===== src/dm_defines.svh =====
`ifndef DM_DEFINES_SVH
`define DM_DEFINES_SVH

// ============================================================
// Data memory stage sizing
// ============================================================

// Word size of the datapath and of every RAM entry.
`define DM_DATA_WIDTH 32

// Byte address bits decoded by the RAM.
// Bits 1:0 pick the byte lane; the rest index the word array.
`define DM_ADDR_WIDTH 15

// Array depth in words, from the decoded address bits.
`define DM_WORDS (1 << (`DM_ADDR_WIDTH - 2))

// ============================================================
// Legal byte-address window, both ends inclusive
// ============================================================

// Lowest legal byte address.
`define DM_ADDR_LB 32'h0000_0000

// Highest legal byte address.
// It matches the top of the RAM, so no access wraps.
`define DM_ADDR_UB 32'h0000_7FFF

`endif


===== src/dm_pkg.sv =====
`default_nettype none

package dm_pkg;

	// ============================================================
	// Access modes
	// ============================================================

	// One mode per request; it applies to loads and stores alike.
	typedef enum logic [2:0] {
		DM_NONE = 3'd0, // No access this cycle.
		DM_W    = 3'd1, // Full word.
		DM_H    = 3'd2, // Half, sign-extended on load.
		DM_HU   = 3'd3, // Half, zero-extended on load.
		DM_B    = 3'd4, // Byte, sign-extended on load.
		DM_BU   = 3'd5  // Byte, zero-extended on load.
	} dm_mode_e;

	// ============================================================
	// Controller state
	// ============================================================

	// DM_LOAD marks the cycle in which the RAM returns a load.
	typedef enum logic {
		DM_IDLE = 1'b0, // No read in flight.
		DM_LOAD = 1'b1  // Read data arrives this cycle.
	} dm_state_e;

endpackage

`default_nettype wire


===== src/dm_load_align.sv =====
`default_nettype none

`include "dm_defines.svh"

module dm_load_align (
	input  wire logic                      read_done,
	input  wire dm_pkg::dm_mode_e          load_mode,
	input  wire logic [1:0]                load_offset,
	input  wire logic [`DM_DATA_WIDTH-1:0] rdata,
	output logic [`DM_DATA_WIDTH-1:0]      read_result
);

	import dm_pkg::*;

	localparam int HALF_W = `DM_DATA_WIDTH / 2; // Half width in bits.

	logic [HALF_W-1:0] half_sel; // Addressed half.
	logic [7:0]        byte_sel; // Addressed byte.

	// ============================================================
	// Lane select
	// ============================================================

	// Offset bit 1 picks the half.
	assign half_sel = load_offset[1] ? rdata[`DM_DATA_WIDTH-1:HALF_W] : rdata[HALF_W-1:0];

	// Both offset bits pick the byte.
	assign byte_sel = rdata[8*load_offset +: 8];

	// ============================================================
	// Extension
	// ============================================================

	always_comb begin
		case (load_mode)
			DM_W:    read_result = rdata;                                            // As stored.
			DM_H:    read_result = {{(`DM_DATA_WIDTH-HALF_W){half_sel[HALF_W-1]}}, half_sel};
			DM_HU:   read_result = {{(`DM_DATA_WIDTH-HALF_W){1'b0}}, half_sel};      // Zero fill.
			DM_B:    read_result = {{(`DM_DATA_WIDTH-8){byte_sel[7]}}, byte_sel};    // Sign fill.
			DM_BU:   read_result = {{(`DM_DATA_WIDTH-8){1'b0}}, byte_sel};           // Zero fill.
			default: read_result = '0;
		endcase
		// Quiet bus outside the return cycle.
		if (!read_done) begin
			read_result = '0;
		end
	end

endmodule

`default_nettype wire


===== config.mk =====
export PLATFORM = sky130hd
export DESIGN_NAME = dm_load_align
export DESIGN_NICKNAME = d
export VERILOG_FILES = /design/src/dm_pkg.sv /design/src/dm_load_align.sv
export VERILOG_INCLUDE_DIRS = /design/src /design/src/src
export SDC_FILE = /design/constraint.sdc
export NUM_CORES = 1
export LEC_CHECK = 0
export BUFFER_PORTS_ARGS = -buffer_cell sky130_fd_sc_hd__buf_2
export CAP_MARGIN = 10
export CORE_MARGIN = 2
export CORE_UTILIZATION = 41
export DETAILED_ROUTE_END_ITERATION = 7
export PLACE_DENSITY = 0.85
export SLEW_MARGIN = 20
export SYNTH_ARGS = -nofsm -noshare
export SYNTH_HDL_FRONTEND = slang
export SYNTH_SLANG_ARGS = --single-unit

===== constraint.sdc =====
create_clock -name vclk -period 1.8
set_input_delay 0.09 -clock vclk [all_inputs]
set_output_delay 0.09 -clock vclk [all_outputs]
set_load 0.005 [all_outputs]

# Yosys cells after proc, flatten, opt, wreduce, memory -nomap -nowiden
# Cells that the tools add are included.
dict set report op_classes {
  shifts 1
  n_eq_ne 5
  n_mux 3
}
# op count
set op_table {}
lappend op_table {{$pmux W32 S5} 1}
lappend op_table {{$mux W32} 1}
lappend op_table {{$shiftx A32 B6 Y8} 1}
lappend op_table {{$mux W16} 1}
lappend op_table {{$eq A3 B2 Y1 const B} 2}
lappend op_table {{$eq A3 B3 Y1 const B} 2}
lappend op_table {{$eq A3 B1 Y1 const B} 1}
dict set report totals {
  out_inout_bits 32
  reg_bits 0
  in_bits 38
}

# Longest topological paths before layout
dict set report logic_depth {
  depth_word 3
  ltp_mapped 7
  depth_no_buf 4
}

# Worst setup path before layout
# Ideal clock, no wire load.
dict set report synth_timing {
  kind {input-to-output}
  start {in load_offset[1]}
  end {out read_result[4]}
  arrival_ns 1.300
  n_path_buf 2
  slack_ns 0.410
  path_stages 5
  cell_sequence {buf_4 clkbuf_1 mux2_2 a222oi_1 nor2_1}
}
dict set report synth_via {
  elab_chain_len 3
  elab_cells_between_ends 4
  cone_classes {shift (1); mux (3)}
}
# item line_no
set synth_rtl {}
lappend synth_rtl {{from (decl)} dm_load_align.sv:8} ;# input wire logic [1:0] load_offset,
lappend synth_rtl {{$shiftx A32 B6 Y8 or $mux W16 (tied branches)} {dm_load_align.sv:28, dm_load_align.sv:25}}
lappend synth_rtl {{$pmux W32 S5 *} dm_load_align.sv:35} ;# case (load_mode)
lappend synth_rtl {{$mux W32 *} dm_load_align.sv:44} ;# if (!read_done) begin
lappend synth_rtl {{to (decl)} dm_load_align.sv:10} ;# output logic [`DM_DATA_WIDTH-1:0] read_result
# Every way passes the cells marked *; elsewhere a longest branch is shown, timed or not.

# Worst setup path in the final report
dict set report layout_timing {
  start {in load_mode[2]}
  end {out read_result[3]}
}
dict set report layout_via {
  elab_chain_len 3
  elab_cells_between_ends 7
  cone_classes {eq/ne (5); mux (2)}
}
# item line_no
set layout_rtl {}
lappend layout_rtl {{from (decl)} dm_load_align.sv:7} ;# input wire dm_pkg::dm_mode_e load_mode,
lappend layout_rtl {{$eq A3 B3 Y1 (tied with other cells)} dm_load_align.sv:35}
lappend layout_rtl {{$pmux W32 S5 *} dm_load_align.sv:35}
lappend layout_rtl {{$mux W32 *} dm_load_align.sv:44}
# Marks and branches as above.

==> results.toml <==
[routing]
ant_nets = 0
drc = 0
viasPerCell = 5.70
via_count = 1219
wire_per_inst_microns = 14.1
drt-total-wl_microns = 3020
drt_iter0_markers = 38
firstDrtPassIters = 5

[pwr]
power_density_mw_per_mm2 = 227
p_leak_nw = 0.590
ir_drop_uv = 134

[finish]
syn2layout_area_growth_pct = 40.2
seq_cells = 0
nNetsFinal = 227
num-fill-cells = 186
stdcell_count = 214
drive_gt1_share_pct = 51.9
post-route-util_pct = 60.4
design_area_sq_mm = 0.00117
num-clock-buffers = 0
layout.area.seq_sq_um = 0
antenna_cells = 0

[floorplan]
dieHeight_microns = 49.2
die_x_microns = 49.2
ios = 70
initial_utilization_pct = 43.1
core_area_sq_mm = 0.00194
dieArea_sq_mm = 0.00242
rows = 16

[grt]
overflow = 0
antenna_found_initial = 0
grt_max_degree = 27
grt_pass1_vias = 1101
grt_usage_pct = 24.0
grt_pass1_wl_microns = 4880

[sta]
report.final.slew_viol_count = 0
setup_tns_ps = 0
layout_min_cycle_time_ps = 1540
rsz0062_at_grt = "false"
setup_viol_count_final = 0
hold_violations = 0
max_freq_ghz = 0.651
slew_headroom_pct = 57.6
min_period_over_period_pct = 85.4
worst_pin_slew_ps = 632

[yosys]
synth_cells = 127
synth_top_area_share_pct = 20.2
netlist_area_sq_um = 837
ys_seq_area_share_pct = 0
synth_top_area_cell = "mux2_2"
avgSynthCellArea_sq_um = 6.59
synth.area.top_cells = "mux2_2 (20%), a21oi_1 (14%), nand2_1 (11%)"
ys_types = 29
yosys_warnings = 0
synth_nets = 165

[setup_path]
cp-end-kind = "primary output"
crit_type = "primary input to primary output"
crit_required_ps = 1710
start_kind = "primary input"
arrival_ps = 1450
crit_fanout = 15

[run]
cap_violations = 0

[outcome]
outcome = "complete, no violations"

[cts]
cts_hold_buf = 0
cts_resized = 0
cts_setup_buffers = 0

[placement]
placement.io_buffers = 70
hpwl_microns = 2310
placed_cell_area_sq_mm = 0.00117
place_congestion = 0.832
dp_cells = 214

[worst_hold_path]
min_path_type = "primary input to primary output"
[metal layers]
layer / track usage [%] / routed length, microns / vias up / share of wire (%)
met3: 2.45 / 339 / 0 / 11
met2: 45.5 / 1500 / 92 / 50
li1: - / - / 585 / -
met4: 4.29 / 0 / 0 / 0
met5: 0 / 0 / - / 0
met1: 29.0 / 1180 / 542 / 39
[cells by family (layout without fill, tap and decap cells)]
group,after synthesis,after routing,synth area share (%)
compound gates,51,51,39.6
buf+inv,16,76,11.7
mux,17,17,24.1
simple gates,43,43,24.7
[path summary, 6_finish.rpt]
check	start	to	slack (ps)	depth (start not counted)
hold / removal	rdata[22]	read_result[22]	500	4
setup / recovery	load_mode[2]	read_result[3]	260	7
[layout by cell type (no fill, tap or decap), drive strengths merged, types with 7 or more instances in the layout]
| cell type | n |
|---|---|
| a21o | 7 |
| nor2 | 8 |
| a222oi | 7 |
| nand2 | 25 |
| buf | 74 |
| mux2 | 15 |
| o21ai | 9 |
| a21oi | 26 |
[critical path, cell delays in order]
cell	delay, ps
buf_2	250
inv_1	140
and2_1	170
buf_4	180
a222oi_1	390
nor2_1	70
buf_2	130
[Yosys cell counts (4+ instances only)]
master,n
clkbuf_1,4
mux2_2,15
a222oi_1,7
a21o_1,7
o21ai_0,8
buf_2,5
nor2_1,8
a21oi_1,24
nand2_1,25
[per-stage QoR]
stage          hold WS [ps]  setup WS [ps]  power, mW
2_1_floorplan           276            410      0.161
3_3_place_gp            498            332      0.254
3_5_place_dp            500            292      0.263
4_1_cts                 500            285      0.265
5_1_grt                 522            144      0.292
6_report                502            263      0.267
[power by group]
part           switching (mW)  leakage, nW  total [mW]  internal (mW)
Sequential                  0            0           0              0
Clock                       0            0           0              0
Combinational           0.139        0.590       0.267          0.128
Total                   0.139        0.590       0.267          0.128
[final cells by class]
cell class / count / area (sq um) / area share [%]
timing repair buffer: 74 / 393 / 33.5
multi-input combinational: 111 / 739 / 63.0
inverter: 2 / 7.51 / 0.640
tap: 27 / 33.8 / 2.88
Note: power is estimated with default switching activity, not from simulation.
