--- config.mk ---
export PLATFORM = sky130hd
export DESIGN_NAME = dm_store_align
export DESIGN_NICKNAME = d
export VERILOG_FILES = /design/src/dm_pkg.sv /design/src/dm_store_align.sv
export VERILOG_INCLUDE_DIRS = /design/src /design/src/src
export SDC_FILE = /design/constraint.sdc
export NUM_CORES = 1
export LEC_CHECK = 0
export BUFFER_PORTS_ARGS = -buffer_cell sky130_fd_sc_hd__buf_4
export CORE_UTILIZATION = 32
export DETAILED_ROUTE_END_ITERATION = 10
export GPL_ROUTABILITY_DRIVEN = 0
export PLACE_DENSITY_LB_ADDON = 0.15
export SKIP_LAST_GASP = 1
export SYNTH_ARGS = -nofsm -noshare
export SYNTH_HDL_FRONTEND = slang
export SYNTH_SLANG_ARGS = --single-unit
--- constraint.sdc ---
create_clock -name vclk -period 1.37
set_input_delay 0.0685 -clock vclk [all_inputs]
set_output_delay 0.0685 -clock vclk [all_outputs]
set_load 0.05 [all_outputs]
--- src/dm_defines.svh ---
`ifndef DM_DEFINES_SVH
`define DM_DEFINES_SVH

// ============================================================
// Data memory stage sizing
// ============================================================

// Word size of the datapath and of every RAM entry.
`define DM_DATA_WIDTH 32

// Byte address bits decoded by the RAM.
// Bits 1:0 pick the byte lane; the rest index the word array.
`define DM_ADDR_WIDTH 15

// Array depth in words, from the decoded address bits.
`define DM_WORDS (1 << (`DM_ADDR_WIDTH - 2))

// ============================================================
// Legal byte-address window, both ends inclusive
// ============================================================

// Lowest legal byte address.
`define DM_ADDR_LB 32'h0000_0000

// Highest legal byte address.
// It matches the top of the RAM, so no access wraps.
`define DM_ADDR_UB 32'h0000_7FFF

`endif

--- src/dm_pkg.sv ---
`default_nettype none

package dm_pkg;

	// ============================================================
	// Access modes
	// ============================================================

	// One mode per request; it applies to loads and stores alike.
	typedef enum logic [2:0] {
		DM_NONE = 3'd0, // No access this cycle.
		DM_W    = 3'd1, // Full word.
		DM_H    = 3'd2, // Half, sign-extended on load.
		DM_HU   = 3'd3, // Half, zero-extended on load.
		DM_B    = 3'd4, // Byte, sign-extended on load.
		DM_BU   = 3'd5  // Byte, zero-extended on load.
	} dm_mode_e;

	// ============================================================
	// Controller state
	// ============================================================

	// DM_LOAD marks the cycle in which the RAM returns a load.
	typedef enum logic {
		DM_IDLE = 1'b0, // No read in flight.
		DM_LOAD = 1'b1  // Read data arrives this cycle.
	} dm_state_e;

endpackage

`default_nettype wire

--- src/dm_store_align.sv ---
`default_nettype none

`include "dm_defines.svh"

module dm_store_align (
	input  wire logic                      store_go,
	input  wire dm_pkg::dm_mode_e          mode,
	input  wire logic [1:0]                addr_low,
	input  wire logic [`DM_DATA_WIDTH-1:0] write_data,
	output logic [`DM_DATA_WIDTH/8-1:0]    byte_we,
	output logic [`DM_DATA_WIDTH-1:0]      lane_data
);

	import dm_pkg::*;

	localparam int HALF_W = `DM_DATA_WIDTH / 2; // Half width in bits.
	localparam int LANES  = `DM_DATA_WIDTH / 8; // Byte lanes per word.

	// ============================================================
	// Lane data
	// ============================================================

	// The low half or byte is copied to every lane it could land on.
	// The enables then pick the lane that is really written.
	always_comb begin
		case (mode)
			DM_H, DM_HU: lane_data = {2{write_data[HALF_W-1:0]}}; // Both halves.
			DM_B, DM_BU: lane_data = {LANES{write_data[7:0]}};    // All bytes.
			default:     lane_data = write_data;                  // Word as is.
		endcase
	end

	// ============================================================
	// Byte enables
	// ============================================================

	always_comb begin
		byte_we = '0; // Nothing written by default.
		if (store_go) begin
			case (mode)
				DM_W:        byte_we = '1;                               // Whole word.
				DM_H, DM_HU: byte_we = addr_low[1] ? 4'b1100 : 4'b0011;  // Upper or lower.
				DM_B, DM_BU: byte_we = 4'b0001 << addr_low;              // One lane.
				default:     byte_we = '0;
			endcase
		end
	end

endmodule

`default_nettype wire

# ---- Word level (Yosys, flattened, before mapping)
# Index checks and enable logic that the tools add are counted.
dict set report classes {
  addsub 0
  mul 0
  div_mod_pow 0
  order_cmp 0
  eq_ne 5
  shift 1
  n_mux 4
  n_bitwise 0
  n_reduce_logical 2
}
# cell n
set ops {}
lappend ops {{$pmux 32 s2} 1}
lappend ops {{$pmux 4 s3} 1}
lappend ops {{$mux 4} 2}
lappend ops {{$eq 3x2->1 const B} 2}
lappend ops {{$eq 3x3->1 const B} 2}
lappend ops {{$reduce_or 2->1} 2}
lappend ops {{$shl 1x2->4 const A} 1}
lappend ops {{$eq 3x1->1 const B} 1}
dict set report totals {
  register_bits 0
  latch_bits 0
  mem_bits_rw 0
  rom_bits 0
  input_bits 38
  n_memories 0
}

# ---- Depth between registers and ports, before layout
dict set report depth {
  ltp_word 4
  depth_mapped 6
}

# ---- Least setup slack after synthesis
# OpenSTA, ideal clock, no wires.
dict set report synth_path {
  path_type {input-to-output}
  from {in mode[1]}
  to {out lane_data[16]}
  t_arrival_ns 1.833
  setup_slack_ns -0.531
  stages 5
  n_path_buf 2
  cell_sequence {inv_1 -> ha_1 -> buf_6 -> clkbuf_1 -> o21ai_0}
}
dict set report synth_via {
  elab_chain_cells 3
  elab_cells_between_ends 7
}
# element line_no
set synth_rtl {}
lappend synth_rtl {{start, declared} dm_store_align.sv:7} ;# input wire dm_pkg::dm_mode_e mode,
lappend synth_rtl {{$eq 3x3->1 or $eq 3x2->1 (tied branches)} dm_store_align.sv:26} ;# case (mode)
lappend synth_rtl {{$reduce_or 2->1} dm_store_align.sv:26}
lappend synth_rtl {{$pmux 32 s2 *} dm_store_align.sv:26}
lappend synth_rtl {{end, declared} dm_store_align.sv:11} ;# output logic [`DM_DATA_WIDTH-1:0] lane_data
# Every way passes the cells marked *; elsewhere a longest branch is shown, timed or not.

# ---- Worst setup path after layout
dict set report layout_path {
  from {in mode[1]}
  to {out byte_we[1]}
}
dict set report layout_via {
  elab_chain_cells 4
  elab_cells_between_ends 9
}
# element line_no
set layout_rtl {}
lappend layout_rtl {{$eq 3x3->1 or $eq 3x2->1 (tied branches)} dm_store_align.sv:40} ;# case (mode)
lappend layout_rtl {{$reduce_or 2->1} dm_store_align.sv:40}
lappend layout_rtl {{$pmux 4 s3 *} dm_store_align.sv:40}
lappend layout_rtl {{$mux 4 *} dm_store_align.sv:39} ;# if (store_go) begin
lappend layout_rtl {{end, declared} dm_store_align.sv:10} ;# output logic [`DM_DATA_WIDTH/8-1:0] byte_we,
# Marks and branches as above.

==> metrics.log <==
INFO  metric place_ws = -0.101 ns
INFO  metric post_cts.repair.setup_buffers = 0
INFO  metric critPathBufInv = 3
INFO  metric wl_per_cell = 12.0 um
INFO  metric place_hpwl = 1730 um
INFO  metric globalRouteMet2Util = 41.5%
INFO  metric grt.total_usage = 21.2%
INFO  metric hold_path_class = in2out
INFO  metric grtUsageMet3 = 2.98%
INFO  metric status = finished, final reports clean
INFO  metric finalWorstPathRequiredPeriod = 1.30 ns
INFO  metric buffer_ports.inserted = 74
INFO  metric yosysTopAreaCell = nand2_1
INFO  metric gr-max-usage-layer = met2
INFO  metric residual_overflow_from_global_routing = 0
INFO  metric worst_max_slew_pin_slew = 0.286 ns
INFO  metric power.leakage = 0.609 nW
INFO  metric path_cells = buf_4 -> inv_2 -> ha_4 -> or3b_4 -> o21ai_2 -> buf_6
INFO  metric finalMaxSlewViolations = 0
INFO  metric crit_path_top_delay_cell = or3b_4
INFO  metric worst-endpoint-arrival = 1.24 ns
INFO  metric worst_hold_path.num_cells = 2
INFO  metric worstPathMaxFanout = 6
INFO  metric ios = 74
INFO  metric unrepaired_setup_endpoints_after_global_routing = no
INFO  metric floorplan.die_area = 1830 um^2
INFO  metric finalHoldViolations = 0
INFO  metric syn_inst = 92
INFO  metric drt_pre_antenna_iters = 4
INFO  metric synth_nets = 133
INFO  metric grt_first_pass_wirelength = 3210 um
INFO  metric setup_cp_type = in2out
INFO  metric post-route-drc-count = 0
INFO  metric antenna_found_initial = 0
INFO  metric final_count_of_negative_setup_slack_endpoints = 0
INFO  metric grtUsageMet1 = 24.3%
INFO  metric setup_slack = 0.0662 ns
INFO  metric whs_endpoint = lane_data[3]
INFO  metric die_height = 42.8 um
INFO  metric synth_to_layout_area_growth = 110%
INFO  metric timing.slew.headroom = 81.0%
INFO  metric clockBufferCount = 0
INFO  metric vias_in_the_first_global_route = 755
INFO  metric critPathTopFamily = simple AND/OR/NAND/NOR gates
INFO  metric placementRows = 14
INFO  metric final_cell_mix = buf_4 (82), nand2_1 (24), o21ai_1 (16)
INFO  metric worst_ep_required_time = 1.30 ns
INFO  metric detailedRoute.firstIterationViolations = 19
INFO  metric design.seq.count = 0
INFO  metric routed_vias_inst = 5.08
INFO  metric synth.top_cell.area_share = 16.9%
INFO  metric synthesis.area = 533 um^2
INFO  metric totalWireLength = 2100 um
INFO  metric cellPowerDensity = 714 nW/um^2
INFO  metric ys_seq_area_share = 0%
INFO  metric timing.fmax = 0.767 GHz
INFO  metric max_cap_viol_count = 0
INFO  metric antennaDiodeCount = 0
INFO  metric cpPeakStageDelay = 0.42 ns
INFO  metric start_util = 35.0%
INFO  metric vdd.ir_drop.worst = 0.343 mV
INFO  metric cts-hold-fix-buffers = 0
INFO  metric cells_taking_the_most_area_after_synthesis = nand2_1 (17%), o21ai_0 (15%), a22o_1 (13%)
INFO  metric post_synth.cell_area_avg = 5.79 um^2
INFO  metric fin_crit_sh = 95.2%
INFO  metric die_width = 42.8 um
INFO  metric drt.antenna.violating_nets = 0
INFO  metric layout-drive-gt1-share = 58.5%
INFO  metric vias = 889
INFO  metric unique_cell_type_count_in_the_yosys_netlist = 20
INFO  metric area.sequential = 0 um^2
INFO  metric nNetsFinal = 202
INFO  metric totalPowerFinal = 0.799 mW
INFO  metric min_from = write_data[3]
INFO  metric timing.critical_path.to_type = output pin
INFO  metric setup.worst_path.start_class = input pin
INFO  metric placeableCoreArea = 1520 um^2
INFO  metric grt_max_degree = 23
INFO  metric yosys_warnings = 0
INFO  metric layout.cells.most_common = buf_4
## synthesized netlist by cell type
master / instances
nand4_1: 1
buf_6: 1
buf_2: 4
or3b_1: 1
o21ai_0: 16
o21ai_1: 4
a22oi_1: 8
nand2_1: 24
clkbuf_1: 2
nor2b_1: 1
buf_4: 8
ha_1: 3
a22o_1: 8
clkbuf_2: 1
inv_1: 3
or2_2: 1
or2_1: 1
a21oi_1: 3
buf_1: 1
nand3b_1: 1
## power by group
| group | switching, mW | internal (mW) | total, mW |
|---|---|---|---|
| sequential | 0 | 0 | 0 |
| clock | 0 | 0 | 0 |
| combinational | 0.513 | 0.286 | 0.799 |
| total | 0.513 | 0.286 | 0.799 |
## timing repair
item	in CTS	in global routing
pin swaps	0	0
gates resized for setup	4	3
endpoints found under the setup margin	10	11
gates cloned	0	0
## layer usage
metal,wire length (um),vias to the layer above
li1,-,452
met1,815,399
met2,1120,38
met3,166,0
met4,0,0
met5,0,-
## final cells by class
type / instances / area (um^2)
repair buffers: 84 / 638
fillers: 149 / 405
well taps: 16 / 20.0
inverters: 3 / 11.3
multi-input cells: 72 / 449
## cells by family (layout without fill, tap and decap cells)
family                     Yosys count  in the layout  synth area share [%]
AOI/OAI and AO/OA                   39             39                  46.0
and+or+nand+nor                     30             30                  24.7
buffers and inverters               20             87                  22.3
adders and majority gates            3              3                  7.04
## metrics by stage
step | setup TNS (ns) | cells | utilization [%] | hold slack, ns | cell area (um^2)
5_1_grt | 0 | 175 | 73.4 | 0.431 | 1120
3_5_place_dp | -0.270 | 175 | 71.6 | 0.425 | 1090
6_report | 0 | 175 | 73.4 | 0.424 | 1120
3_3_place_gp | -0.0285 | 175 | 71.6 | 0.421 | 1090
2_1_floorplan | -2.55 | 92 | - | 0.304 | 548
4_1_cts | 0 | 175 | 73.1 | 0.425 | 1110
## worst max-delay path by stage
stage | depth (start not counted) | startpoint | end
2_1_floorplan | 5 | mode[1] | lane_data[16]
3_5_place_dp | 6 | mode[1] | byte_we[0]
3_3_place_gp | 6 | mode[1] | byte_we[1]
6_report | 6 | mode[1] | byte_we[1]
5_1_grt | 6 | mode[1] | byte_we[0]
4_1_cts | 6 | mode[1] | byte_we[0]
Note: power is estimated with default switching activity, not from simulation.
