File: src/dm_defines.svh
`ifndef DM_DEFINES_SVH
`define DM_DEFINES_SVH

// ============================================================
// Data memory stage sizing
// ============================================================

// Word size of the datapath and of every RAM entry.
`define DM_DATA_WIDTH 32

// Byte address bits decoded by the RAM.
// Bits 1:0 pick the byte lane; the rest index the word array.
`define DM_ADDR_WIDTH 15

// Array depth in words, from the decoded address bits.
`define DM_WORDS (1 << (`DM_ADDR_WIDTH - 2))

// ============================================================
// Legal byte-address window, both ends inclusive
// ============================================================

// Lowest legal byte address.
`define DM_ADDR_LB 32'h0000_0000

// Highest legal byte address.
// It matches the top of the RAM, so no access wraps.
`define DM_ADDR_UB 32'h0000_7FFF

`endif

File: src/dm_pkg.sv
`default_nettype none

package dm_pkg;

	// ============================================================
	// Access modes
	// ============================================================

	// One mode per request; it applies to loads and stores alike.
	typedef enum logic [2:0] {
		DM_NONE = 3'd0, // No access this cycle.
		DM_W    = 3'd1, // Full word.
		DM_H    = 3'd2, // Half, sign-extended on load.
		DM_HU   = 3'd3, // Half, zero-extended on load.
		DM_B    = 3'd4, // Byte, sign-extended on load.
		DM_BU   = 3'd5  // Byte, zero-extended on load.
	} dm_mode_e;

	// ============================================================
	// Controller state
	// ============================================================

	// DM_LOAD marks the cycle in which the RAM returns a load.
	typedef enum logic {
		DM_IDLE = 1'b0, // No read in flight.
		DM_LOAD = 1'b1  // Read data arrives this cycle.
	} dm_state_e;

endpackage

`default_nettype wire

File: src/dm_addr_check.sv
`default_nettype none

`include "dm_defines.svh"

module dm_addr_check (
	input  wire logic [`DM_DATA_WIDTH-1:0] read_addr,
	input  wire logic [`DM_DATA_WIDTH-1:0] write_addr,
	input  wire logic                      write_enable,
	input  wire dm_pkg::dm_mode_e          mode,
	output logic [`DM_DATA_WIDTH-1:0]      op_addr,
	output logic                           access_ok
);

	import dm_pkg::*;

	logic in_window; // Address inside the legal range.
	logic aligned;   // Address meets the mode's alignment.

	// Stores use the write address, everything else the read address.
	assign op_addr = write_enable ? write_addr : read_addr;

	// Offset from the low bound, compared against the window span.
	// One unsigned compare covers both ends.
	assign in_window = (op_addr - `DM_ADDR_LB) <= (`DM_ADDR_UB - `DM_ADDR_LB);

	// ============================================================
	// Alignment by access size
	// ============================================================

	always_comb begin
		case (mode)
			DM_W:        aligned = (op_addr[1:0] == 2'b00); // Word boundary.
			DM_H, DM_HU: aligned = !op_addr[0];             // Half boundary.
			DM_B, DM_BU: aligned = 1'b1;                    // Any byte.
			default:     aligned = 1'b0;                    // Unused codes.
		endcase
	end

	// No access is always fine; any other mode needs both rules.
	assign access_ok = (mode == DM_NONE) || (in_window && aligned);

endmodule

`default_nettype wire

File: config.mk
export PLATFORM = sky130hd
export DESIGN_NAME = dm_addr_check
export DESIGN_NICKNAME = d
export VERILOG_FILES = /design/src/dm_pkg.sv /design/src/dm_addr_check.sv
export VERILOG_INCLUDE_DIRS = /design/src /design/src/src
export SDC_FILE = /design/constraint.sdc
export NUM_CORES = 1
export LEC_CHECK = 0
export BUFFER_PORTS_ARGS = -buffer_cell sky130_fd_sc_hd__buf_2
export CAP_MARGIN = 0
export CELL_PAD_IN_SITES_DETAIL_PLACEMENT = 1
export CELL_PAD_IN_SITES_GLOBAL_PLACEMENT = 1
export CORE_AREA = 4 4 64 66
export DETAILED_ROUTE_END_ITERATION = 7
export DIE_AREA = 0 0 68 70
export PLACE_DENSITY = 0.85
export SLEW_MARGIN = 20
export SYNTH_ARGS = -nofsm -noshare
export SYNTH_HDL_FRONTEND = slang
export SYNTH_SLANG_ARGS = --single-unit
File: constraint.sdc
create_clock -name vclk -period 1.5
set_input_delay 0.3 -clock vclk [all_inputs]
set_output_delay 0.3 -clock vclk [all_outputs]
set_load 0.05 [all_outputs]
# Yosys cells after proc, flatten, opt, wreduce, memory -nomap -nowiden
# Cells that the tools add are included.
# word_totals
reg_bits,0
inputBits,68
elab_cells,15
# classes
order_cmp,1
n_eq_ne,5
muxes,2
n_reduce_logical,7
# op_table
op,n
$le 32x15->1 const B,1
$mux 32,1
$eq 3x2->1 const B,2
$eq 3x3->1 const B,2
$reduce_or 2->1,2
$eq 3x1->1 const B,1
$logic_not 3->1,1
$pmux 1 s3,1
$logic_not 2->1,1
$logic_and 1x1->1,1
$logic_not 1->1,1
$logic_or 1x1->1,1

# Logic depth before layout (Yosys ltp)
# Gate-level depths: netlist of run 1.
# logic_depth
depth_word,5
depth_mapped,6
mapped_depth_nobuf,6

# Worst setup path after synthesis of run 1
# No wires, ideal clock.
# synth_path
path_type,input to output
startpoint,in write_enable
endpoint,out access_ok
t_arrival_ns,1.487
t_required_ns,1.200
setup_slack_ns,-0.287
stages,5
path_buffers,1
cell_sequence,buf_4 > mux2_4 > nor2_1 > a211o_1 > a31o_1
# synth_between
elab_chain_len,5
word_cells_on_any_way,7
# synth_lines
element,line,source
from (decl),dm_addr_check.sv:8,"input wire logic write_enable,"
$mux 32 *,dm_addr_check.sv:20,assign op_addr = write_enable ? write_addr : read_addr;
named net op_addr[1],dm_addr_check.sv:10,"output logic [`DM_DATA_WIDTH-1:0] op_addr,"
"parallel branches: the longest is 2 deep, another holds $le 32x15->1",-,
$logic_and 1x1->1 *,dm_addr_check.sv:40,assign access_ok = (mode == DM_NONE) || (in_window && aligned);
$logic_or 1x1->1 *,dm_addr_check.sv:40,
to (decl),dm_addr_check.sv:11,output logic access_ok
# Mark *: on every way through the listed nets, which the timed path passes.

# Worst setup path in the final report of run 1
# layout_path
startpoint,in read_addr[20]
endpoint,out access_ok
# layout_between
elab_chain_len,4
# layout_lines
element,line,source
from (decl),dm_addr_check.sv:6,"input wire logic [`DM_DATA_WIDTH-1:0] read_addr,"
$mux 32,dm_addr_check.sv:20,
$le 32x15->1,dm_addr_check.sv:24,assign in_window = (op_addr - `DM_ADDR_LB) <= (`DM_ADDR_UB - `DM_ADDR_LB);
$logic_and 1x1->1,dm_addr_check.sv:40,
$logic_or 1x1->1,dm_addr_check.sv:40,
# No other way between the ends.

==> metrics.yaml, run 1 <==
yosys:
  synth_top_area_cell: "mux2_2"
  syn_area_per_cell_um2: 9.11
  seq_area_frac_synth_pct: 0
  synthCells: 60
  synth.most_common_cell: "mux2_2"
  synth_top_cells_by_count: "mux2_2 (30), nor4_1 (8), buf_2 (3), inv_1 (3), nor2_1 (3)"
  synth_cell_type_count: 15
  yosys-top-cells-area: "mux2_2 (62%), nor4_1 (9.2%), mux2_4 (5.5%)"
  synth_nets: 130
  syn_area_um2: 547
  yosysTopAreaCellShare_pct: 61.8
  synth_warnings: 0
grt:
  grt_first_pass_wirelength_um: 5070
  grt-ovfl-total: 0
  antenna_found_initial: 0
  grt_max_degree: 10
  grt_pass1_vias: 1084
  grt_usage_pct: 13.3
power:
  combPwrFrac_pct: 100.0
  pwr-share-seq_pct: 0
  clock_power_share_pct: 0
  p_per_area_mw_per_mm2: 452
  power_uw: 711
  p_leak_nw: 0.755
  internal_power_uw: 310
  power.switching_uw: 401
  ir_worst_vdd_v: 0.000264
  sw_frac_of_total_pct: 56.4
sta:
  hold_ws_ps: 958
  slew_viol_final: 0
  min_period_over_period_pct: 112
  rsz0062_at_grt: "true"
  min_period_ps: 1680
  setup_ws_ps: -176
  clock.fmax_ghz: 0.597
  setup_violations: 7
  hold_viol_final: 0
  worst_slew_pin_slew_ps: 293
  slew_headroom_pct: 80.5
layout:
  diodes: 0
  fin_area_mm2: 0.00157
  regArea_um2: 0
  area_growth_pct: 188
  fill_cells: 419
  clkbuf_count: 0
  seq_cells: 0
  drive_above_1_share_pct: 91.5
  final_util_pct: 44.0
  layout.nets: 236
setup_path:
  crit_path_start_kind: "primary input"
  end_kind: "output port"
  crit_path_end: "access_ok"
  crit_arrival_ps: 1380
  cp_max_fo: 2
  cp.required_ps: 1200
  crit_start: "read_addr[20]"
  crit_type: "in -> out"
clock_network:
  cts-hold-fix-buffers: 0
die:
  row_count: 22
  die_x_um: 68
  dieArea_mm2: 0.00476
  io_pins: 101
  core_area_mm2: 0.00358
  initial_utilization_pct: 15.3
  die_h_um: 70
route:
  firstDrtPassIters: 4
  drc: 0
  vias_per_cell: 4.51
  drt-initial-drc-count: 3
  wl_met2_um: 2090
  drt-met1-wl_um: 1130
  vias: 956
  wl_met3_um: 321
  drt_wl_total_um: 3540
  wl_per_cell_um: 16.7
  ant_nets: 0
  top_layer: "met3"
placed_design:
  hpwl_um: 2640
  placed_area_mm2: 0.00114
  dpl_worst_slack_ps: -453
  io_buffer_count: 101
  gp_congestion: 0.704
flow_run:
  max_cap_violations: 0
hold_path:
  hold_path.class: "in -> out"
status:
  status: "finished, violations left"
  violations: "negative setup slack"
kinds of logic (layout without fill, tap and decap cells):
kind of cell             after synthesis  in the layout  synth area share [%]
buffers and inverters                  7            111                  6.18
adder cells (fa/ha/maj)                2              2                  4.58
AO/OA/AOI/OAI                          2              2                  3.20
AND/OR/NAND/NOR                       16             16                  16.9
multiplexers                          33             33                  69.1
cell usage in the layout (no fill, tap or decap):
master,n
buf_6,33
nor3_1,1
a31o_4,1
nor3b_1,1
ha_1,2
buf_4,6
mux2_4,4
a211o_1,1
buf_12,3
nor2b_1,1
nor2_1,3
mux2i_2,1
buf_8,6
buf_2,60
nor4_2,2
mux2_2,28
inv_1,3
nand4_1,2
nor4_4,6
how the worst min path moves through the flow:
| stage | start | cells past startpoint | slack (ps) | end |
|---|---|---|---|---|
| 2_1_floorplan | write_addr[1] | 1 | 830 | op_addr[1] |
| 3_3_place_gp | write_addr[2] | 3 | 1040 | op_addr[2] |
| 3_5_place_dp | read_addr[13] | 3 | 1050 | op_addr[13] |
| 4_1_cts | read_addr[31] | 3 | 960 | op_addr[31] |
| 5_1_grt | read_addr[31] | 3 | 970 | op_addr[31] |
| 6_report | read_addr[31] | 3 | 960 | op_addr[31] |
metal layers:
layer	vias to the layer above	global-route usage [%]
met1	459	13.4
met2	49	27.5
met3	0	3.38
met4	0	0
li1	448	-
met5	-	0
cell type report:
class / count / area [µm²] / area share (%)
Timing Repair Buffer: 108 / 867 / 55.1
Tap cell: 48 / 60.1 / 3.82
Inverter: 3 / 11.3 / 0.715
Multi-Input combinational cell: 53 / 636 / 40.4
per-stage QoR:
stage	std cells	setup TNS, ps
floorplan	60	-135
global placement	211	-3960
detailed placement	211	-4810
CTS	213	-359
global route	212	-418
finish	212	-258
power by group through the flow:
stage,Clock [mW],Sequential (mW),Combinational [mW]
6_report,0,0,0.711
5_1_grt,0,0,0.745
2_1_floorplan,0,0,0.374
4_1_cts,0,0,0.678
3_3_place_gp,0,0,0.541
3_5_place_dp,0,0,0.551
worst max-delay path, cell delays in order:
cell	delay [ps]
buf_8	100
nor4_4	270
nand4_1	150
mux2i_2	230
a31o_4	190
buf_8	140
repair_timing:
item                       4_1_cts  5_1_grt
gates resized for setup         72       35
gates cloned                     1        0
buffers inserted                 3        0
pin swaps                        9        8
setup endpoints to repair       30       25
Note: power is estimated with default switching activity, not from simulation.
==> inputs of run 2 (changes only) <==
Settings changed: BUFFER_PORTS_ARGS -buffer_cell sky130_fd_sc_hd__buf_2 to -buffer_cell sky130_fd_sc_hd__clkbuf_2, CAP_MARGIN 0 to 15.
==> metrics.yaml, run 2 (synthesis gave the netlist of run 1 again) <==
die:
  io_pins: 101  # unchanged
  initial_utilization_pct: 15.3  # unchanged
  die_h_um: 70  # unchanged
  dieArea_mm2: 0.00476  # unchanged
  row_count: 22  # unchanged
  core_area_mm2: 0.00358  # unchanged
  die_x_um: 68  # unchanged
grt:
  grt_first_pass_wirelength_um: 5010  # -1.2%
  grt-ovfl-total: 0  # unchanged
  antenna_found_initial: 0  # unchanged
  grt_usage_pct: 13.1  # -0.19 points
  grt_max_degree: 14  # +4
  grt_pass1_vias: 1043  # -3.8%
sta:
  slew_headroom_pct: 81.0  # +0.58 points
  slew_viol_final: 0  # unchanged
  clock.fmax_ghz: 0.594  # -0.51%
  rsz0062_at_grt: "true"
  hold_ws_ps: 956  # -1.67 ps
  min_period_ps: 1680  # +8.64 ps
  setup_violations: 9  # +2
  setup_ws_ps: -184  # -8.64 ps
  worst_slew_pin_slew_ps: 286  # -6.90 ps
  min_period_over_period_pct: 112  # +0.58 points
  hold_viol_final: 0  # unchanged
  setup_tns_ps: -790  # -532 ps
setup_path:
  cp.required_ps: 1200  # about the same
  end_kind: "output port"
  crit_arrival_ps: 1380  # about the same
  cp_max_fo: 2  # unchanged
  crit_path_start_kind: "primary input"
  crit_type: "in -> out"
route:
  firstDrtPassIters: 2  # -2
  wl_per_cell_um: 16.9  # +1.3%
  vias_per_cell: 4.36  # -3.4%
  ant_nets: 0  # unchanged
  vias: 919  # -3.9%
  drc: 0  # unchanged
  drt-initial-drc-count: 8  # +5
  drt_wl_total_um: 3570  # +0.85%
layout:
  regArea_um2: 0  # unchanged
  seq_cells: 0  # unchanged
  fill_cells: 425  # +1.4%
  layout_common_cells: "clkbuf_2 (68), mux2_2 (23), buf_8 (12)"
  area_growth_pct: 194
  clkbuf_count: 0  # unchanged
  layout.nets: 235  # -0.42%
  final_common_cell: "clkbuf_2"
  drive_above_1_share_pct: 91.4  # about the same
  multi_input_area_um2: 663  # +4.3%
  diodes: 0  # unchanged
  final_util_pct: 44.9  # +0.94 points
  fin_area_mm2: 0.00161  # +2.1%
  finalNonFillerCells: 211  # -0.47%
power:
  internal_power_uw: 316  # +1.8%
  p_leak_nw: 0.799  # +5.8%
  power.switching_uw: 407  # +1.7%
  power_uw: 723  # +1.7%
  combPwrFrac_pct: 100.0  # about the same
  ir_worst_vdd_v: 0.000224  # -15%
  pwr-share-seq_pct: 0  # unchanged
  p_per_area_mw_per_mm2: 450  # -0.43%
  sw_frac_of_total_pct: 56.4  # about the same
  clock_power_share_pct: 0  # unchanged
placed_design:
  dpl_worst_slack_ps: -435  # +18.1 ps
  dpl.cell_count: 211  # unchanged
  placed_area_mm2: 0.00116  # +1.1%
  hpwl_um: 2650  # +0.32%
  gp_congestion: 0.696  # -1.1%
  io_buffer_count: 101  # unchanged
status:
  violations: "negative setup slack"
  status: "finished, violations left"
hold_path:
  hold_path.class: "in -> out"
flow_run:
  max_cap_violations: 0  # unchanged
==> run 2: power groups by stage <==
stage	Combinational [mW]	Sequential [mW]	Clock, mW
global placement	0.546	0	0
global route	0.757	0	0
finish	0.723	0	0
floorplan	0.374	0	0
detailed placement	0.555	0	0
CTS	0.666	0	0
==> run 2: final timing paths <==
path           from    endpoint  cells after the start
max   read_addr[31]   access_ok                      6
min    read_addr[3]  op_addr[3]                      3
==> run 2: layout make-up <==
type	count	area share, %
multi-input cells	53	41.2
repair buffers	107	54.3
well taps	48	3.74
inverters	3	0.700
==> run 2: metal layers <==
metal  GRT usage (%)  share of wire, %
met5               0                 0
met1            13.5                30
met4               0               1.5
met3            3.38               8.7
met2            26.7                60
==> run 2: repair_timing <==
item,in CTS,in global routing
cloned,1,0
setup endpoints to repair,30,19
hold buffers,0,0
pin swaps,5,12
setup buffers,1,0
resized for setup,55,55
==> run 2: worst max-delay path: stages <==
cell and delay [ps]:
buf_6 100, nor4_4 290, nand4_1 140, mux2i_2 210, a31o_4 180, clkbuf_16 150
