## src/dm_defines.svh

```systemverilog
`ifndef DM_DEFINES_SVH
`define DM_DEFINES_SVH

// ============================================================
// Data memory stage sizing
// ============================================================

// Word size of the datapath and of every RAM entry.
`define DM_DATA_WIDTH 32

// Byte address bits decoded by the RAM.
// Bits 1:0 pick the byte lane; the rest index the word array.
`define DM_ADDR_WIDTH 15

// Array depth in words, from the decoded address bits.
`define DM_WORDS (1 << (`DM_ADDR_WIDTH - 2))

// ============================================================
// Legal byte-address window, both ends inclusive
// ============================================================

// Lowest legal byte address.
`define DM_ADDR_LB 32'h0000_0000

// Highest legal byte address.
// It matches the top of the RAM, so no access wraps.
`define DM_ADDR_UB 32'h0000_7FFF

`endif

```

## src/dm_pkg.sv

```systemverilog
`default_nettype none

package dm_pkg;

	// ============================================================
	// Access modes
	// ============================================================

	// One mode per request; it applies to loads and stores alike.
	typedef enum logic [2:0] {
		DM_NONE = 3'd0, // No access this cycle.
		DM_W    = 3'd1, // Full word.
		DM_H    = 3'd2, // Half, sign-extended on load.
		DM_HU   = 3'd3, // Half, zero-extended on load.
		DM_B    = 3'd4, // Byte, sign-extended on load.
		DM_BU   = 3'd5  // Byte, zero-extended on load.
	} dm_mode_e;

	// ============================================================
	// Controller state
	// ============================================================

	// DM_LOAD marks the cycle in which the RAM returns a load.
	typedef enum logic {
		DM_IDLE = 1'b0, // No read in flight.
		DM_LOAD = 1'b1  // Read data arrives this cycle.
	} dm_state_e;

endpackage

`default_nettype wire

```

## src/dm_ctrl.sv

```systemverilog
`default_nettype none

module dm_ctrl (
	input  wire logic             clk,
	input  wire logic             rst,
	input  wire logic             write_enable,
	input  wire logic             stop,
	input  wire logic             access_ok,
	input  wire dm_pkg::dm_mode_e mode,
	input  wire logic [1:0]       addr_low,
	output logic                  store_go,
	output logic                  load_go,
	output dm_pkg::dm_mode_e      load_mode,
	output logic [1:0]            load_offset,
	output logic                  read_done
);

	import dm_pkg::*;

	dm_state_e state;      // Current state.
	dm_state_e state_next; // State after this edge.
	logic      req_live;   // Request that may touch the RAM.

	// ============================================================
	// Request decode
	// ============================================================

	// Legal, not stopped, and actually asking for something.
	assign req_live = access_ok && !stop && (mode != DM_NONE);

	assign store_go = req_live && write_enable;  // Write at this edge.
	assign load_go  = req_live && !write_enable; // Read issued at this edge.

	// ============================================================
	// State and load context
	// ============================================================

	// A new load always refills the slot, so loads pipeline one per cycle.
	assign state_next = load_go ? DM_LOAD : DM_IDLE;

	always_ff @(posedge clk) begin
		if (rst) begin
			state <= DM_IDLE; // Nothing in flight.
		end else begin
			state <= state_next;
		end
	end

	// Mode and lane of the read now in the RAM pipeline.
	always_ff @(posedge clk) begin
		if (load_go) begin
			load_mode   <= mode;     // Extension rule for the return.
			load_offset <= addr_low; // Byte offset inside the word.
		end
	end

	// High for exactly the cycle the RAM word is on rdata.
	assign read_done = (state == DM_LOAD);

	// ============================================================
	// Checks
	// ============================================================

	// Undefined mode codes must be refused by the address check.
	issue_known_mode_a : assert property (@(posedge clk) disable iff (rst)
		(store_go || load_go) |-> (mode inside {DM_W, DM_H, DM_HU, DM_B, DM_BU}));

	// A strobed access already meets the alignment of its mode.
	issue_aligned_a : assert property (@(posedge clk) disable iff (rst)
		(store_go || load_go) |->
			(((mode != DM_W) || (addr_low == 2'b00)) &&
			(!(mode inside {DM_H, DM_HU}) || !addr_low[0])));

endmodule

`default_nettype wire

```

## config.mk

```make
export PLATFORM = sky130hd
export DESIGN_NAME = dm_ctrl
export DESIGN_NICKNAME = d
export VERILOG_FILES = /design/src/dm_defines.svh /design/src/dm_pkg.sv /design/src/dm_ctrl.sv
export SDC_FILE = /design/constraint.sdc
export NUM_CORES = 1
export LEC_CHECK = 0
export BUFFER_PORTS_ARGS = -buffer_cell sky130_fd_sc_hd__buf_2
export CORE_AREA = 2 2 39 41
export CTS_BUF_LIST = sky130_fd_sc_hd__clkbuf_4
export DETAILED_ROUTE_END_ITERATION = 12
export DIE_AREA = 0 0 41 43
export PLACE_DENSITY = 0.41
export RECOVER_POWER = 25
export SLEW_MARGIN = 10
export SYNTH_ARGS = -nofsm -noshare
export SYNTH_HDL_FRONTEND = slang
export SYNTH_SLANG_ARGS = --single-unit
```

## constraint.sdc

```tcl
create_clock -name clk -period 1.56 [get_ports clk]
set_clock_uncertainty 0.2 [all_clocks]
set_input_delay 0 -clock clk [delete_from_list [all_inputs] [get_ports clk]]
set_output_delay 0 -clock clk [all_outputs]
set_load 0.005 [all_outputs]
```

-- Yosys cells after proc, flatten, opt, wreduce, memory -nomap -nowiden
Cells that the tools add are included.
- input port bits: 10
- latch bits: 0
- memories: 0
- word-level logic and storage cells: 11
- memory bits (read-only): 0
- memory bits (writable): 0
- output and inout port bits: 8
- register bits after elaboration: 6
- bitwise operators: 0
- shift operators: 0
- equal/unequal tests: 0
- $add $sub $neg: 0
- reduce and logical (&&, ||, !) cells: 7
- divide/modulo/power cells: 0
- order comparisons: 0
- multiplexer cells: 1
- multiply operators: 0
- operators by type and width (operator ; number):
    $logic_and 1x1->1 ; 4
    $reduce_bool 3->1 ; 1
    $logic_not 1->1 ; 2
    $mux 1 ; 1

-- Depth between registers and ports, before layout
Gate-level depths: netlist (run 1).
- depth in word-level cells: 5
- depth in mapped cells: 2

-- Worst setup path after synthesis (run 1)
No wires, ideal clock.
- kind: input-to-reg
- start point: input stop
- end point: register load_mode[0] (enable)
- data required time: 0.982 ns
- path buffers: 0
- setup slack: 0.351 ns
- arrival: 0.631 ns
- stages: 2
- path through: nand2b_4 > nor3_1
- longest elaborated chain between the ends: 4
- ends and longest elaborated chain (what ; line ; text):
    start: declaration ; dm_ctrl.sv:7 ; input wire logic stop,
    $logic_not 1->1 ; dm_ctrl.sv:29 ; assign req_live = access_ok && !stop && (mode != DM_NONE);
    $logic_and 1x1->1 (2 in a row) ; dm_ctrl.sv:29 ;
    $logic_and 1x1->1 ; dm_ctrl.sv:32 ; assign load_go = req_live && !write_enable;
    via load_go ; dm_ctrl.sv:12 ; output logic load_go,
    end signal: assignment ; dm_ctrl.sv:52 ; load_mode <= mode;
    end: declaration ; dm_ctrl.sv:13 ; output dm_pkg::dm_mode_e load_mode,
The timed path passes the listed nets, and every way through them passes these cells.
A chain may end at the register's enable or synchronous reset.

-- Worst setup path after layout (run 1)
- start point: input rst
- end point: register state, in the netlist read_done
- RTL lines (what ; line ; text):
    start: declaration ; dm_ctrl.sv:5 ; input wire logic rst,
    end signal: assignment ; dm_ctrl.sv:45 ; state <= state_next;
    end: declaration ; dm_ctrl.sv:20 ; dm_state_e state;
No word-level cell between the ends.

==> results of run 1 <==
[timing repair]
action,in CTS,in global routing
endpoints found under the hold margin,11,5
resized for setup,0,0
setup buffers,0,0
[synth_stat cells]
library cell  count  area share, %
edfxtp_1          5             69
dfxtp_1           1            9.1
nand2b_4          1            6.3
nor3_1            1            2.3
nor3_2            1            4.6
nor3b_1           1            3.4
nor4_2            1            5.7
[power groups by stage]
stage               clock network [mW]  logic (mW)  registers (mW)
floorplan                            0     0.00844           0.187
global placement                     0      0.0322           0.186
detailed placement                   0      0.0333           0.186
CTS                              0.182      0.0454           0.183
global route                     0.194      0.0491           0.184
finish                           0.175      0.0439           0.183
[area by class of cell]
| class | count | area (sq um) |
|---|---|---|
| Clock buffer | 4 | 30.0 |
| Sequential cell | 6 | 170 |
| Tap cell | 16 | 20.0 |
| Fill cell | 148 | 965 |
| Multi-Input combinational cell | 5 | 43.8 |
| Timing Repair Buffer | 24 | 155 |
[logic make-up (layout without fill, tap and decap cells)]
| kind of cell | after synthesis | in the layout | share of synthesized area, % |
|---|---|---|---|
| flops | 6 | 6 | 77.7 |
| simple gates | 5 | 5 | 22.3 |
| buf+inv | 0 | 28 | 0 |
[worst paths after layout]
check,start,end,cells after the start
hold / removal,write_enable,load_mode[2],2
setup / recovery,rst,read_done,4
[registers in the layout, summed over array words and instances, names as in the netlist]
name         flops
load_offset      2
load_mode        3
read_done        1
[worst max-delay path, delay by kind of cell]
family / cells / cell delay [ns]
and+or+nand+nor: 1 / 0.23
buffers and inverters: 3 / 1.22
[layer usage]
metal  up-vias  track usage (%)  part of all wire, %
met4         0             6.00                    0
met1        87             7.92                   42
met3         0             6.28                   16
li1         98                -                    -
met2        18             10.3                   42
met5         -                0                    0
[metrics by stage]
step           hold slack (ns)  setup slack [ns]  instance area, sq um
6_report               -0.0241            0.0909                   419
5_1_grt                -0.0141            0.0632                   419
4_1_cts                -0.0332            0.0861                   424
3_5_place_dp           -0.0111             0.164                   324
3_3_place_gp           -0.0276             0.205                   324
2_1_floorplan           -0.130             0.351                   219
==> impl_results.md, run 1 <==
- Area growth syn-to-layout: 91.4%
- Fin cells: 55
- Startpoint types: input pin
- Final Slew Violations: 0
- # diodes: 0
- First-pass GRT wire length: 841 um
- Starting density of the core: 15.8%
- CTS max path bufs: 2
- Slew headroom: 49.7%
- DR vias: 203
- CP peak stage delay: 0.57 ns
- Top Ports: 18
- Die area: 1760 sq um
- Most used cell, CP: dlygate4sd3_1
- CORE AREA: approximately 1400 sq um
- Cts hold-fix bufs: 7
- Routed wire per std cell: between 9 and 10 um
- Syn Nets: 21
- Cell variety after synth: 7
- CTS tree: yes
- Placer Congestion: between 0.7 and 0.8
- Netlist Area Pre-Place: 219 sq um
- Placed Cells: 44
- Chip Height: approximately 43 um
- Final hold viol count: 5
- Grt ovf: 0
- Synth warn: 0
- Worst EP required: around 1.5 ns
- Slew @ Worst Pin: about 0.75 ns
- Initial antenna violation count: 0
- WP data arrival: roughly 1.5 ns
- Mapped Cells: 11
- Final period utilization: 94.2%
- Leak Pwr: 0.188 nW
- Nets: 50
- Internal: 0.324 mW
- Post-synthesis sequential area ratio: between 70% and 80%
- Via/cell ratio: approximately 3.7
- Failing checks: negative hold slack
- Clock power frac: a little over two fifths
- Critical path endpoint category: register
- DR DRC count: 0
- PortBufs: 17
- Max-Cap Viols: 0
- Seq pwr share: around 46%
- Largest net degree at the start of global routing: 7
- WS Path Type: input pin to register
- Commonest non-fill, non-tap cell in the layout: buf_2
- CTS H-Tree Depth: 1
- Share of layout cells above drive strength 1: 59.0%
- RSZ-0062 raised after global routing: false
- Iter 0 DRT Violations: 2
- Maximum clock rate: 681 MHz
- Vias in the first global route: 208
- Die W: 41 um
- Sw Pwr: 0.0779 mW
- Combinational power share: 10.9%
- Crit Path Max Fanout: 1
- Post-route ant nets: 0
- DRT Pass-1 Iters: 2
- VDD IR max: between 0.2 and 0.3 mV
- CP max-delay cell: dlygate4sd3_1
- Reg clk slew, reported paths: 0.05 ns
- Hold Path Class: input pin to register
- Utilization after layout: 30.3%
- Power per Cell Area: about 960 nW/um^2
- Tot GR Track Use: approximately 7.9%
- Most frequent cells in the layout: 17 x buf_2, 7 x dlygate4sd3_1, 5 x edfxtp_1, 4 x clkbuf_4, 2 x nor3_1
- CTS root buf: clkbuf_4
- Num Clock Sinks: 6
- Num rows: 14
- Crit path cell chain: dlygate4sd3_1 -> buf_2 -> nor4_2 -> dlygate4sd3_1
- Flops & latches, synth: 6
- Fin Setup TNS: 0 ns
- Final Critical Period: 1.47 ns
- Sw frac: 19.4%
- # setup viols final: 0
- Hold slack final: -0.0241 ns
- Num CTS Buffers: 3
- Tot Pwr: 0.402 mW
- Status: complete, but fails checks
- Wirelength, routed: 508 um
- Syn avg cell area: around 20 sq um
Note: power is estimated with default switching activity, not from simulation.
==> run 2, diff against run 1 <==
==> constraint.sdc (replaced) <==
create_clock -name clk -period 1.56 [get_ports clk]
set_clock_uncertainty 0.2 [all_clocks]
set_input_delay 0.078 -clock clk [delete_from_list [all_inputs] [get_ports clk]]
set_output_delay 0.078 -clock clk [all_outputs]
set_load 0.01 [all_outputs]
==> run 2 against run 1 <==
Sequential cell count unchanged. Via count increased by 0.99%. Final cell count is 1.8% higher. Hold slack gained 0.062 ns. Clock power about the same. Combinational power up 15%. Non-clock buffer count up 1. Sequential power about the same. The run now ends clean. Total power grew 1.1%.
==> impl_results.md, run 2 (same netlist as run 1, synthesis figures left out) <==
- DRT Pass-1 Iters: 3 (was 2)
- Final Slew Violations: 0 (unchanged)
- Critical path endpoint category: output port (was register)
- Clock power frac: 42.6% (was 43.5%)
- Leak Pwr: 0.184 nW (was 0.188 nW)
- Post-DP HPWL: 387 um
- Chip Height: 43 um (unchanged)
- Starting density of the core: 15.8% (unchanged)
- Slew @ Worst Pin: 0.729 ns (was 0.749 ns)
- Max FFs per register: 3 (unchanged)
- Status: finished clean (was complete, but fails checks)
- Combinational power share: 12.4% (was 10.9%)
- CORE AREA: 1380 sq um (unchanged)
- Startpoint types: input pin (unchanged)
- PortBufs: 17 (unchanged)
- Num Clock Sinks: 6 (unchanged)
- Seq pwr share: 45.0% (was 45.5%)
- Sw Pwr: 0.0802 mW (was 0.0779 mW)
- Final hold viol count: 0 (was 5)
- Fin Setup TNS: 0 ns (unchanged)
- Slew headroom: 51.0% (was 49.7%)
- Die W: 41 um (unchanged)
- Maximum clock rate: 714 MHz (was 681 MHz)
- DR DRC count: 0 (unchanged)
- Tot GR Track Use: 7.29% (was 7.89%)
- Crit Path Max Fanout: 6 (was 1)
- Top Ports: 18 (unchanged)
- Via/cell ratio: 3.66 (was 3.69)
- # setup viols final: 0 (unchanged)
- First-pass GRT wire length: 765 um (was 841 um)
- Internal: 0.326 mW (was 0.324 mW)
- CTS H-Tree Depth: 1 (unchanged)
- Most flops, register: load_mode (unchanged)
- Post-route ant nets: 0 (unchanged)
- Setup Fix Bufs, Post-CTS: 0 (unchanged)
- Num CTS Buffers: 3 (unchanged)
- Utilization after layout: 31.2% (was 30.3%)
- # diodes: 0 (unchanged)
- Routed wire per std cell: 8.89 um (was 9.24 um)
- DR vias: 205 (was 203)
- Area growth syn-to-layout: 97.1% (was 91.4%)
- Hold slack final: 0.0378 ns (was -0.0241 ns)
- Nets: 51 (was 50)
- Final Critical Period: 1.40 ns (was 1.47 ns)
- Placer Congestion: 0.715 (was 0.722)
- VDD IR max: 0.287 mV (was 0.268 mV)
- Power per Cell Area: 941 nW/um^2 (was 958 nW/um^2)
- Final worst slack: 0.160 ns (was 0.0909 ns)
- Iter 0 DRT Violations: 3 (was 2)
- Pre-CTS WS: 0.0879 ns (was 0.164 ns)
- Num rows: 14 (unchanged)
- Most frequent cells in the layout: 15 x buf_2, 8 x dlygate4sd3_1, 5 x edfxtp_1, 4 x clkbuf_4, 2 x clkbuf_1 (was 17 x buf_2, 7 x dlygate4sd3_1, 5 x edfxtp_1, 4 x clkbuf_4, 2 x nor3_1)
- CTS root buf: clkbuf_4 (unchanged)
- Sw frac: 19.7% (was 19.4%)
- WS Path Type: input pin to output port (was input pin to register)
- WP data arrival: 1.12 ns (was 1.45 ns)
- Largest net degree at the start of global routing: 7 (unchanged)
- CTS max path bufs: 2 (unchanged)
- Commonest non-fill, non-tap cell in the layout: buf_2 (unchanged)
- Vias in the first global route: 202 (was 208)
- Reg clk slew, reported paths: 0.04 ns (was 0.05 ns)
- Hold Path Class: input pin to register (unchanged)
- Initial antenna violation count: 0 (unchanged)
- Final period utilization: 89.7% (was 94.2%)
- RSZ-0062 raised after global routing: false (unchanged)
- Share of layout cells above drive strength 1: 55.0% (was 59.0%)
- Worst EP required: 1.28 ns (was 1.54 ns)
- Wirelength, routed: 498 um (was 508 um)
- Grt ovf: 0 (unchanged)
- CTS tree: yes (unchanged)
- Max-Cap Viols: 0 (unchanged)
- Die area: 1760 sq um (unchanged)
run 2: cell count changes in the layout (fill, tap and decap cells not counted):
cell | before | now
dlygate4sd3_1 | 7 | 8
nor3_1 | 2 | 1
buf_2 | 17 | 15
nor3_2 | 0 | 1
clkbuf_1 | 0 | 2
run 2: critical path, stage by stage:
cell and delay, ns:
buf_2 0.09, nand2b_4 0.13, nor3_1 0.56, buf_2 0.25
run 2: final cells by class:
cell class,instances,area [sq um]
Clock buffer,4,30.0
Fill cell,144,952
Multi-Input combinational cell,5,48.8
Sequential cell,6,170
Tap cell,16,20.0
Timing Repair Buffer,25,163
run 2: layer usage:
metal	global-route usage [%]	vias up	wire, um	share of wire (%)
li1	-	101	-	-
met4	6.00	0	0	0
met1	7.59	86	204	41
met3	6.28	0	92	18
met2	8.75	18	201	40
met5	0	-	0	0
run 2: final timing paths:
| kind | from | end | slack, ns | cells past startpoint |
|---|---|---|---|---|
| min | mode[1] | read_done | 0.04 | 3 |
| max | stop | load_go | 0.16 | 4 |
run 2: timing repair:
action,in CTS,in global routing
endpoints found under the hold margin,6,1
endpoints found under the setup margin,0,1
gates resized for setup,0,0
hold buffers,7,2
run 2: power groups by stage:
stage | Combinational, mW | Sequential, mW | Clock [mW]
after CTS | 0.0488 | 0.183 | 0.182
after floorplan | 0.00923 | 0.190 | 0
after global placement | 0.0358 | 0.186 | 0
final | 0.0505 | 0.183 | 0.173
after global routing | 0.0549 | 0.184 | 0.193
after detailed placement | 0.0365 | 0.186 | 0
run 2: through the flow:
stage / cells / total power [mW] / area, sq um
2_1_floorplan: 11 / 0.199 / 219
5_1_grt: 56 / 0.431 / 432
3_3_place_gp: 44 / 0.222 / 324
3_5_place_dp: 44 / 0.222 / 324
4_1_cts: 55 / 0.413 / 424
6_report: 56 / 0.406 / 432
